## src/logic/ucode_params.svh

```systemverilog
// Holds widths and codes for KLX.RAM C records and KL10 CRAM diagnostic writes only
`ifndef UCODE_PARAMS_SVH
`define UCODE_PARAMS_SVH

//////////////////////////////////////////////////
// Widths
`define UCODE_CHAR_W          7
`define UCODE_WORD_W          16
`define UCODE_EBUS_W          36
`define UCODE_CRAM_W          86
`define UCODE_CRAM_ADR_W      11
`define UCODE_DIAG_W          7

// Six load-file words per CRAM word and at most five CRAM words per line
`define UCODE_WORDS_PER_CRAM  6
`define UCODE_MAX_WC          30
`define UCODE_WRITES_PER_CRAM 7

//////////////////////////////////////////////////
// Diagnostic function codes for CRAM loading
`define UCODE_DF_ADR_LH       7'o51
`define UCODE_DF_ADR_RH       7'o52
`define UCODE_DF_WR_80_85     7'o53
`define UCODE_DF_WR_60_79     7'o54
`define UCODE_DF_WR_40_59     7'o55
`define UCODE_DF_WR_20_39     7'o56
`define UCODE_DF_WR_00_19     7'o57

// Microcode version lives in these two CRAM words
`define UCODE_VER_ADR_LO      11'o136
`define UCODE_VER_ADR_HI      11'o137

//////////////////////////////////////////////////
// Character codes and the ASCIIized range
`define UCODE_CH_NL           7'o012
`define UCODE_CH_CR           7'o015
`define UCODE_CH_SPACE        7'o040
`define UCODE_CH_COMMA        7'o054
`define UCODE_CH_SEMI         7'o073
`define UCODE_CH_C            7'o103
`define UCODE_CH_D            7'o104
`define UCODE_CH_Z            7'o132
`define UCODE_CH_ASCII_LO     7'o100
`define UCODE_CH_ASCII_HI     7'o175

`endif

```

## src/logic/ucodePkg.sv

```systemverilog
// CRAM, address and EBUS vectors count bit 0 as the most significant bit as the KL10 does
`include "ucode_params.svh"

package ucodePkg;

  //////////////////////////////////////////////////
  // Plain vectors with a meaning

  // One decoded load-file word
  typedef logic [`UCODE_WORD_W-1:0] word_t;

  // EBUS data, bit 0 on the left
  typedef logic [0:`UCODE_EBUS_W-1] ebusData_t;

  // Control word, bits 0 to 85
  typedef logic [0:`UCODE_CRAM_W-1] cramWord_t;

  // CRAM address, bits 0 to 10
  typedef logic [0:`UCODE_CRAM_ADR_W-1] cramAdr_t;

  // Diagnostic function select
  typedef logic [`UCODE_DIAG_W-1:0] diagFunc_t;

  //////////////////////////////////////////////////
  // Record type from the first character of a line
  typedef enum logic [1:0] {
    CRAM,
    SKIP,
    BAD
  } recType_t;

  // Decoder token, one per comma or newline
  typedef struct packed {
    word_t    value;
    logic     lineEnd;
    recType_t recType;
  } wordTok_t;

  // One complete CRAM word and where it goes
  typedef struct packed {
    cramAdr_t  adr;
    cramWord_t word;
  } cramWrite_t;

  // Diagnostic side of the EBUS as driven by the front end
  typedef struct packed {
    diagFunc_t func;
    logic      diagStrobe;
    logic      driving;
    ebusData_t data;
  } diagBus_t;

  // Microcode version as major.minor(edit)
  typedef struct packed {
    logic [5:0] major;
    logic [2:0] minor;
    logic [8:0] edit;
  } cramVersion_t;

endpackage

```

## src/logic/sixbitDecoder.sv

```systemverilog
// Expects one record per line ended by newline and ignores empty lines
`timescale 1ns/1ps
`include "ucode_params.svh"

module sixbitDecoder (
  input  logic                     clk,
  input  logic                     rstN,
  input  logic                     charValid,
  input  logic [`UCODE_CHAR_W-1:0] charIn,
  output logic                     charReady,
  input  logic                     stall,
  output logic                     tokValid,
  output ucodePkg::wordTok_t       tok
);

  // Where we are within the current line
  typedef enum logic [1:0] {
    posType,
    posSep,
    posBody
  } linePos_t;

  linePos_t           pos;
  ucodePkg::recType_t lineType;
  ucodePkg::recType_t charType;
  ucodePkg::word_t    acc;
  logic [6:0]         fieldVal;
  logic               take;
  logic               isNl;
  logic               endsWord;

  // Parser back-pressure goes straight to the source
  assign charReady = !stall;
  assign take      = charValid && charReady;
  assign isNl      = (charIn == `UCODE_CH_NL);
  assign endsWord  = isNl || (pos == posBody && charIn == `UCODE_CH_COMMA);

  // Six-bit field value of one character
  always_comb begin
    if (charIn >= `UCODE_CH_ASCII_LO && charIn <= `UCODE_CH_ASCII_HI) begin
      fieldVal = {1'b0, charIn[5:0]};
    end else begin
      fieldVal = charIn;
    end
  end

  // Record type letter
  always_comb begin
    case (charIn)
      `UCODE_CH_C:    charType = ucodePkg::CRAM;
      `UCODE_CH_D,
      `UCODE_CH_Z,
      `UCODE_CH_SEMI: charType = ucodePkg::SKIP;
      default:        charType = ucodePkg::BAD;
    endcase
  end

  //////////////////////////////////////////////////
  // Line position and token output
  always_ff @(posedge clk or negedge rstN) begin
    if (!rstN) begin
      pos      <= posType;
      lineType <= ucodePkg::SKIP;
      tokValid <= 1'b0;
    end else begin
      tokValid <= 1'b0;
      if (take) begin
        if (pos == posType) begin
          // Blank line leaves us waiting for a type letter
          if (!isNl) begin
            lineType <= charType;
            pos      <= posSep;
          end
        end else if (endsWord) begin
          tokValid <= 1'b1;
          if (isNl) begin
            pos <= posType;
          end
        end else if (pos == posSep) begin
          // Separator after the type letter is dropped
          pos <= posBody;
        end
      end
    end
  end

  // Word accumulator and token payload
  always_ff @(posedge clk) begin
    if (take) begin
      if (pos == posType) begin
        acc <= '0;
      end else if (endsWord) begin
        tok.value   <= acc;
        tok.lineEnd <= isNl;
        tok.recType <= lineType;
        acc         <= '0;
      end else if (pos == posBody && charIn != `UCODE_CH_SPACE &&
                   charIn != `UCODE_CH_CR) begin
        // Most significant field arrives first
        acc <= (acc << 6) | ucodePkg::word_t'(fieldVal);
      end
    end
  end

endmodule

```

## src/logic/recordParser.sv

```systemverilog
// Parses C lines only and does not take back CRAM writes made before a bad checksum
`timescale 1ns/1ps
`include "ucode_params.svh"

module recordParser (
  input  logic                 clk,
  input  logic                 rstN,
  input  logic                 tokValid,
  input  ucodePkg::wordTok_t   tok,
  output logic                 stall,
  output logic                 cwValid,
  output ucodePkg::cramWrite_t cw,
  input  logic                 cwReady,
  output logic                 loadDone,
  output logic                 cksumErr,
  output logic                 formatErr
);

  typedef enum logic [2:0] {
    stWc,
    stAdr,
    stData,
    stCksum,
    stDrain
  } parseState_t;

  parseState_t         state;
  ucodePkg::word_t     sum;
  ucodePkg::word_t     sumNext;
  logic [4:0]          wc;
  logic [4:0]          rem;
  logic [2:0]          slot;
  ucodePkg::cramAdr_t  curAdr;
  logic [0:79]         asmWord;
  logic                drainErr;
  logic                drainDone;
  logic                wcOk;
  logic                toDrain;
  logic                lineErr;
  logic                lineDone;
  logic                advance;
  logic                lastSlot;

  // Hold the character stream while a word waits for the writer
  assign stall    = cwValid;
  assign sumNext  = sum + tok.value;
  assign advance  = tokValid && !toDrain;
  assign lastSlot = (slot == 3'(`UCODE_WORDS_PER_CRAM - 1));

  // Word count must be whole CRAM words and fit one line
  assign wcOk = (tok.value <= `UCODE_MAX_WC) && (tok.value % `UCODE_WORDS_PER_CRAM == 0);

  //////////////////////////////////////////////////
  // Decide whether this token ends the useful part of the line
  always_comb begin
    toDrain  = 1'b0;
    lineErr  = 1'b0;
    lineDone = 1'b0;
    case (state)
      stWc: begin
        if (tok.recType != ucodePkg::CRAM) begin
          toDrain = 1'b1;
          lineErr = (tok.recType == ucodePkg::BAD);
        end else if (tok.lineEnd || (tok.value != '0 && !wcOk)) begin
          toDrain = 1'b1;
          lineErr = 1'b1;
        end
      end
      stAdr: begin
        // Zero count with zero address is the end record
        if (wc == '0) begin
          toDrain  = 1'b1;
          lineDone = (tok.value == '0);
          lineErr  = (tok.value != '0);
        end else if (tok.lineEnd) begin
          toDrain = 1'b1;
          lineErr = 1'b1;
        end
      end
      stData: begin
        if (tok.lineEnd) begin
          toDrain = 1'b1;
          lineErr = 1'b1;
        end
      end
      // Words after the checksum
      stCksum: begin
        if (!tok.lineEnd) begin
          toDrain = 1'b1;
          lineErr = 1'b1;
        end
      end
      default: ;
    endcase
  end

  //////////////////////////////////////////////////
  // Control state and one-cycle flags
  always_ff @(posedge clk or negedge rstN) begin
    if (!rstN) begin
      state     <= stWc;
      rem       <= '0;
      slot      <= '0;
      curAdr    <= '0;
      cwValid   <= 1'b0;
      drainErr  <= 1'b0;
      drainDone <= 1'b0;
      loadDone  <= 1'b0;
      cksumErr  <= 1'b0;
      formatErr <= 1'b0;
    end else begin
      loadDone  <= 1'b0;
      cksumErr  <= 1'b0;
      formatErr <= 1'b0;
      if (cwValid && cwReady) begin
        cwValid <= 1'b0;
      end
      if (tokValid && toDrain) begin
        // A line end settles the flags at once
        if (tok.lineEnd) begin
          formatErr <= lineErr;
          loadDone  <= lineDone;
          state     <= stWc;
        end else begin
          drainErr  <= lineErr;
          drainDone <= lineDone;
          state     <= stDrain;
        end
      end else if (advance) begin
        case (state)
          stWc: state <= stAdr;
          stAdr: begin
            // Zero address continues after the last word written
            if (tok.value != '0) begin
              curAdr <= tok.value[`UCODE_CRAM_ADR_W-1:0];
            end
            rem   <= wc;
            slot  <= '0;
            state <= stData;
          end
          stData: begin
            slot <= lastSlot ? 3'd0 : slot + 3'd1;
            rem  <= rem - 5'd1;
            if (lastSlot) begin
              cwValid <= 1'b1;
              curAdr  <= curAdr + 1'b1;
            end
            if (rem == 5'd1) begin
              state <= stCksum;
            end
          end
          stCksum: begin
            cksumErr <= (sumNext != '0);
            state    <= stWc;
          end
          default: begin
            if (tok.lineEnd) begin
              formatErr <= drainErr;
              loadDone  <= drainDone;
              state     <= stWc;
            end
          end
        endcase
      end
    end
  end

  //////////////////////////////////////////////////
  // Checksum, count and word assembly
  always_ff @(posedge clk) begin
    if (advance) begin
      sum <= (state == stWc) ? tok.value : sumNext;
      if (state == stWc) begin
        wc <= tok.value[4:0];
      end
      if (state == stData) begin
        case (slot)
          3'd0: asmWord[64:79] <= tok.value;
          3'd1: asmWord[48:63] <= tok.value;
          3'd2: asmWord[32:47] <= tok.value;
          3'd3: asmWord[16:31] <= tok.value;
          3'd4: asmWord[0:15]  <= tok.value;
          default: begin
            // Sixth word carries bits 80 to 85 in its low six bits
            cw.word <= {asmWord, tok.value[5:0]};
            cw.adr  <= curAdr;
          end
        endcase
      end
    end
  end

  // Offered word stays put until the writer takes it
  cwHeld: assert property (@(posedge clk) disable iff (!rstN)
    cwValid && !cwReady |=> cwValid && $stable(cw));

endmodule

```

## src/logic/cramWriter.sv

```systemverilog
// Issues CRAM loads only and reports the version once addresses 136 and 137 are both written
`timescale 1ns/1ps
`include "ucode_params.svh"

module cramWriter (
  input  logic                   clk,
  input  logic                   rstN,
  input  logic                   cwValid,
  input  ucodePkg::cramWrite_t   cw,
  output logic                   cwReady,
  output ucodePkg::diagBus_t     diag,
  output ucodePkg::cramVersion_t version,
  output logic                   versionValid
);

  // Four phases of one diagnostic write
  typedef enum logic [2:0] {
    stIdle,
    stStrobe1,
    stStrobe2,
    stDrive,
    stGap
  } phase_t;

  localparam logic [2:0] LastWrite = 3'(`UCODE_WRITES_PER_CRAM - 1);

  phase_t              state;
  logic [2:0]          writeIdx;
  ucodePkg::cramAdr_t  adr;
  ucodePkg::cramWord_t word;
  logic                take;
  logic                lastGap;
  logic                wordDone;
  logic                seen136;
  logic                seen137;

  // Next word may start right after the last gap
  assign lastGap  = (state == stGap) && (writeIdx == LastWrite);
  assign cwReady  = (state == stIdle) || lastGap;
  assign take     = cwValid && cwReady;
  assign wordDone = (state == stDrive) && (writeIdx == LastWrite);

  // Twenty CRAM bits in five nibbles with two-bit gaps
  function automatic ucodePkg::ebusData_t packNibbles(input ucodePkg::cramWord_t w,
                                                      input int base);
    packNibbles = {8'b0, w[base +: 4], 2'b0, w[base + 4 +: 4], 2'b0,
                   w[base + 8 +: 4], 2'b0, w[base + 12 +: 4], 2'b0,
                   w[base + 16 +: 4]};
  endfunction

  //////////////////////////////////////////////////
  // Function code and data scatter per write
  always_comb begin
    case (writeIdx)
      3'd0: begin
        diag.func = `UCODE_DF_ADR_RH;
        diag.data = {adr[5:10], 30'b0};
      end
      3'd1: begin
        diag.func = `UCODE_DF_ADR_LH;
        diag.data = {1'b0, adr[0:4], 30'b0};
      end
      3'd2: begin
        // Even bits only with wider gaps after 62, 66, 70 and 74
        diag.func = `UCODE_DF_WR_60_79;
        diag.data = {8'b0,
                     word[60], 1'b0, word[62], 3'b0, word[64], 1'b0,
                     word[66], 3'b0, word[68], 1'b0, word[70], 3'b0,
                     word[72], 1'b0, word[74], 3'b0, word[76], 1'b0,
                     word[78], 1'b0};
      end
      3'd3: begin
        diag.func = `UCODE_DF_WR_40_59;
        diag.data = packNibbles(word, 40);
      end
      3'd4: begin
        diag.func = `UCODE_DF_WR_20_39;
        diag.data = packNibbles(word, 20);
      end
      3'd5: begin
        diag.func = `UCODE_DF_WR_00_19;
        diag.data = packNibbles(word, 0);
      end
      default: begin
        diag.func = `UCODE_DF_WR_80_85;
        diag.data = {word[80:85], 30'b0};
      end
    endcase
    diag.diagStrobe = (state == stStrobe1) || (state == stStrobe2);
    diag.driving    = diag.diagStrobe || (state == stDrive);
  end

  //////////////////////////////////////////////////
  // Write sequencing
  always_ff @(posedge clk or negedge rstN) begin
    if (!rstN) begin
      state    <= stIdle;
      writeIdx <= '0;
      seen136  <= 1'b0;
      seen137  <= 1'b0;
    end else begin
      case (state)
        stStrobe1: state <= stStrobe2;
        stStrobe2: state <= stDrive;
        stDrive:   state <= stGap;
        stGap: begin
          if (writeIdx != LastWrite) begin
            writeIdx <= writeIdx + 3'd1;
            state    <= stStrobe1;
          end else begin
            state <= stIdle;
          end
        end
        default: ;
      endcase
      if (take) begin
        writeIdx <= '0;
        state    <= stStrobe1;
      end
      // Version word counts once its last write is on the bus
      if (wordDone && adr == `UCODE_VER_ADR_LO) begin
        seen136 <= 1'b1;
      end
      if (wordDone && adr == `UCODE_VER_ADR_HI) begin
        seen137 <= 1'b1;
      end
    end
  end

  assign versionValid = seen136 && seen137;

  // Word payload and version fields
  always_ff @(posedge clk) begin
    if (take) begin
      adr  <= cw.adr;
      word <= cw.word;
    end
    if (wordDone && adr == `UCODE_VER_ADR_LO) begin
      version.major <= {word[29:31], word[33:35]};
      version.minor <= word[37:39];
    end
    if (wordDone && adr == `UCODE_VER_ADR_HI) begin
      version.edit <= {word[29:31], word[33:35], word[37:39]};
    end
  end

  // Two strobe cycles with the driver on, one driven cycle, then idle
  writeTiming: assert property (@(posedge clk) disable iff (!rstN)
    $rose(diag.diagStrobe) |-> diag.driving
      ##1 (diag.diagStrobe && diag.driving)
      ##1 (!diag.diagStrobe && diag.driving)
      ##1 !diag.driving);

  // Code and data hold for the whole driven span of one write
  driveStable: assert property (@(posedge clk) disable iff (!rstN)
    diag.driving |=> !diag.driving || ($stable(diag.func) && $stable(diag.data)));

endmodule

```

## src/logic/ucodeLoader.sv

```systemverilog
// Loads CRAM only and expects the caller to reset before each new load file
`timescale 1ns/1ps
`include "ucode_params.svh"

module ucodeLoader (
  input  logic                     clk,
  input  logic                     rstN,
  input  logic                     charValid,
  input  logic [`UCODE_CHAR_W-1:0] charIn,
  output logic                     charReady,
  output ucodePkg::diagBus_t       diag,
  output logic                     loadDone,
  output logic                     cksumErr,
  output logic                     formatErr,
  output ucodePkg::cramVersion_t   version,
  output logic                     versionValid
);

  // Decoder to parser
  logic                 stall;
  logic                 tokValid;
  ucodePkg::wordTok_t   tok;

  // Parser to writer
  logic                 cwValid;
  logic                 cwReady;
  ucodePkg::cramWrite_t cw;

  sixbitDecoder sixbitDecoder_i (
    .clk       (clk),
    .rstN      (rstN),
    .charValid (charValid),
    .charIn    (charIn),
    .charReady (charReady),
    .stall     (stall),
    .tokValid  (tokValid),
    .tok       (tok)
  );

  recordParser recordParser_i (
    .clk       (clk),
    .rstN      (rstN),
    .tokValid  (tokValid),
    .tok       (tok),
    .stall     (stall),
    .cwValid   (cwValid),
    .cw        (cw),
    .cwReady   (cwReady),
    .loadDone  (loadDone),
    .cksumErr  (cksumErr),
    .formatErr (formatErr)
  );

  cramWriter cramWriter_i (
    .clk          (clk),
    .rstN         (rstN),
    .cwValid      (cwValid),
    .cw           (cw),
    .cwReady      (cwReady),
    .diag         (diag),
    .version      (version),
    .versionValid (versionValid)
  );

endmodule

```

## config.mk

```make
export PLATFORM = sky130hd
export DESIGN_NAME = ucodeLoader
export DESIGN_NICKNAME = d
export VERILOG_FILES = /design/src/logic/ucodePkg.sv /design/src/logic/sixbitDecoder.sv /design/src/logic/recordParser.sv /design/src/logic/cramWriter.sv /design/src/logic/ucodeLoader.sv
export VERILOG_INCLUDE_DIRS = /design/src /design/src/logic
export SDC_FILE = /design/constraint.sdc
export NUM_CORES = 1
export LEC_CHECK = 0
export ABC_AREA = 1
export BUFFER_PORTS_ARGS = -buffer_cell sky130_fd_sc_hd__buf_2
export CAP_MARGIN = 30
export CORE_MARGIN = 5
export CORE_UTILIZATION = 47
export CTS_CLUSTER_SIZE = 20
export DETAILED_ROUTE_END_ITERATION = 8
export PLACE_DENSITY = 0.65
export SYNTH_ARGS = -nofsm -noshare
export SYNTH_HDL_FRONTEND = slang
export SYNTH_SLANG_ARGS = --single-unit
export TNS_END_PERCENT = 30
```

## constraint.sdc

```tcl
create_clock -name clk -period 12.1 [get_ports clk]
set_input_delay 0.605 -clock clk [delete_from_list [all_inputs] [get_ports clk]]
set_output_delay 0.605 -clock clk [all_outputs]
set_load 0.01 [all_outputs]
```

==> results.py <==
metrics = {
    "logic_synthesis": {
        "synth.area.top_cells": "edfxtp_1 (60%), nand2_1 (7.8%), dfrtp_1 (6.3%)",
        "synth-edff-count": 318,
        "avgSynthCellArea_um2": 11.4,
        "synth.cell_area_um2": 15800,
        "synth-warning-count": 0,
        "ys_ff_latch": 359,
        "synth_area_leader_cell": "edfxtp_1",
        "ys.flop_type": "edfxtp_1",
        "yosys.cell_types.count": 53,
        "synth_top_cell_area_share_pct": 60.3,
        "ys_seq_area_share_pct": 66.8,
        "ys_async_sr_fraction_pct": 11.4,
        "synthCells": 1388,
    },
    "grt": {
        "antenna_found_initial": 0,
        "grt_max_degree": 52,
        "grt_pass1_wl_um": 50700,
        "grt-ovfl-total": 0,
        "grt_use_total_pct": 16.4,
        "grt_pass1_vias": 9867,
    },
    "pwr": {
        "power.density_nw_per_um2": 143,
        "peakVddDrop_uv": 90.3,
        "power_leakage_nw": 7.14,
    },
    "sta": {
        "final_max_slew_viol_count": 0,
        "worst_slew_pin_slew_ns": 0.935,
        "finalSetupViolations": 0,
        "fin_setup_tns_ns": 0,
        "period_minus_slack_ns": 10.33,
        "rsz0062_at_grt": "no",
        "hold_viol": 0,
        "fin_crit_sh_pct": 85.4,
        "finalClockSkew_ns": 0.0118,
        "slew_headroom_pct": 37.6,
        "fmax_ghz": 0.0968,
    },
    "layout": {
        "fin_cells": 1952,
        "fin_nets": 1516,
        "drive_above_1_share_pct": 14.7,
        "antenna_cells": 0,
        "layout_common_cells": "nand2_1 (331), edfxtp_1 (318), inv_1 (148), nand3_1 (88), nor2_1 (80)",
        "area_growth_pct": 12.7,
        "final_common_cell": "nand2_1",
    },
    "floorplan": {
        "rows": 67,
        "fp.dieH_um": 194,
        "start_util_pct": 47.4,
        "num_io_pins": 78,
        "core_um2": 33400,
        "die_w_um": 194,
        "die_area_um2": 37400,
    },
    "routing": {
        "wl_per_cell_um": 15.7,
        "finalWirelength_um": 30700,
        "postRouteAntennaNets": 0,
        "num_vias": 9898,
        "via_per_inst": 5.07,
        "drtIter0Drc": 779,
        "drtPass1Iterations": 5,
        "drc": 0,
    },
    "placed_design": {
        "place.gp.congestion": 0.871,
        "place_inst": 1888,
        "post-dp-hpwl_um": 21000,
        "io_buffers": 63,
    },
    "cts": {
        "cts_resized": 0,
        "cts_setup_buffers": 0,
        "clock_path_buffers": 3,
        "cts_sinks": 359,
        "clk_pin_slew_worst_paths_ns": 0.06,
        "cts_tree": "yes",
        "root_buffer": "clkbuf_16",
        "htreeDepth": 2,
        "cts_made_buffers": 36,
        "clk_latency_ns": 0.52,
    },
    "critical_path": {
        "max_stage_delay_ns": 0.74,
        "arrival_ns": 10.47,
        "crit_fanout": 30,
        "crit_type": "flop to flop",
        "setup.worst_path.end_class": "flop",
        "worstPathRequired_ns": 12.24,
        "critical-path-slowest-cell": "nor2_2",
        "critPathMostFrequentCell": "nand2_1",
        "rrSetupSlack_ns": 1.77,
        "startpoint_type": "flop",
    },
    "status": {
        "outcome": "complete, no violations",
    },
    "min_path": {
        "hold_path.class": "flop to flop",
    },
    "run": {
        "drv_cap": 0,
    },
}
final timing paths:
kind                       depth (start not counted)                       start                         end
max reg2reg                                       66     sixbitDecoder_i.tok[17]  recordParser_i.asmWord[60]
min in group asynchronous                          2                        rstN      sixbitDecoder_i.pos[0]
max in group asynchronous                          3                        rstN    cramWriter_i.writeIdx[0]
min reg2reg                                        0  recordParser_i.asmWord[52]       recordParser_i.cw[33]
min                                                0  recordParser_i.asmWord[52]       recordParser_i.cw[33]
max                                               66     sixbitDecoder_i.tok[17]  recordParser_i.asmWord[60]
power breakdown:
part	internal, W	switching (W)
Clock	0.000596	0.000449
Sequential	0.00138	0.0000142
Combinational	0.0000318	0.0000759
layout make-up:
class	instances	area (um^2)
fillers	2881	15500
repair buffers	80	490
flip-flops and latches	359	10600
clock buffers	41	920
multi-input cells	831	4450
clock inverters	22	193
well taps	448	561
inverters	171	644
repair_timing:
action | in CTS | in global routing
endpoints found under the setup margin | 0 | 0
endpoints found under the hold margin | 6 | 0
hold buffers | 1 | 0
cells in the mapped netlist, drive strengths merged (2+ instances only):
| cell | number |
|---|---|
| nand2 | 351 |
| edfxtp | 318 |
| inv | 162 |
| nand3 | 108 |
| nor2 | 94 |
| o21ai | 64 |
| nand4 | 45 |
| dfrtp | 40 |
| a21oi | 27 |
| xor2 | 27 |
| ha | 26 |
| nor3 | 25 |
| buf | 23 |
| clkbuf | 16 |
| o21bai | 14 |
| clkinv | 9 |
| a31oi | 5 |
| xnor2 | 5 |
| nor4 | 4 |
| or2 | 4 |
| o211ai | 3 |
| conb | 2 |
| o21a | 2 |
| o22ai | 2 |
| or4 | 2 |
worst max-delay path, delay by kind of cell, from the launching register on:
family	cells	cell delay, ns
flip-flops	1	0.56
buffers and inverters	8	1.20
AND/OR/NAND/NOR	55	7.56
AO/OA/AOI/OAI	1	0.08
adder cells (fa/ha/maj)	2	0.49
state kept, by name, indices dropped and copies added (netlist names), 2 cells and up:
name	cells
recordParser_i.sum	16
recordParser_i.slot	3
cramWriter_i.adr	11
sixbitDecoder_i.tok	19
recordParser_i.curAdr	11
cramWriter_i.state	3
cramWriter_i.word	76
recordParser_i.wc	5
sixbitDecoder_i.pos	2
recordParser_i.rem	5
sixbitDecoder_i.lineType	2
cramWriter_i.version	18
sixbitDecoder_i.acc	16
cramWriter_i.writeIdx	3
recordParser_i.state	3
recordParser_i.cw	87
recordParser_i.asmWord	70
metrics by stage:
step	total power, W	hold slack, ns	setup WS (ns)	area [um^2]	util, %
final	0.00255	0.413	1.77	17800	53.5
after CTS	0.00257	0.411	1.66	17800	53.5
after global placement	0.00152	0.401	2.22	16600	49.9
after floorplan	0.00150	0.309	1.27	15900	-
after detailed placement	0.00153	0.405	1.74	16700	50.1
after global routing	0.00265	0.412	0.686	17800	53.5
cell families after synthesis:
family / after synthesis / synth area share, %
fa+ha+maj: 27 / 2.18
simple gates: 635 / 19.1
xor+xnor: 32 / 1.77
flops: 359 / 66.8
buf+inv: 210 / 5.66
compound gates: 123 / 4.42
other cells: 2 / 0.0474
per-layer routing:
metal	global-route usage, %	vias up	wire (um)
li1	-	4913	-
met1	21.5	4714	13700
met2	28.3	221	15100
met3	2.84	50	1340
met4	4.62	0	677
met5	0	-	0
Note: power is estimated with default switching activity, not from simulation.
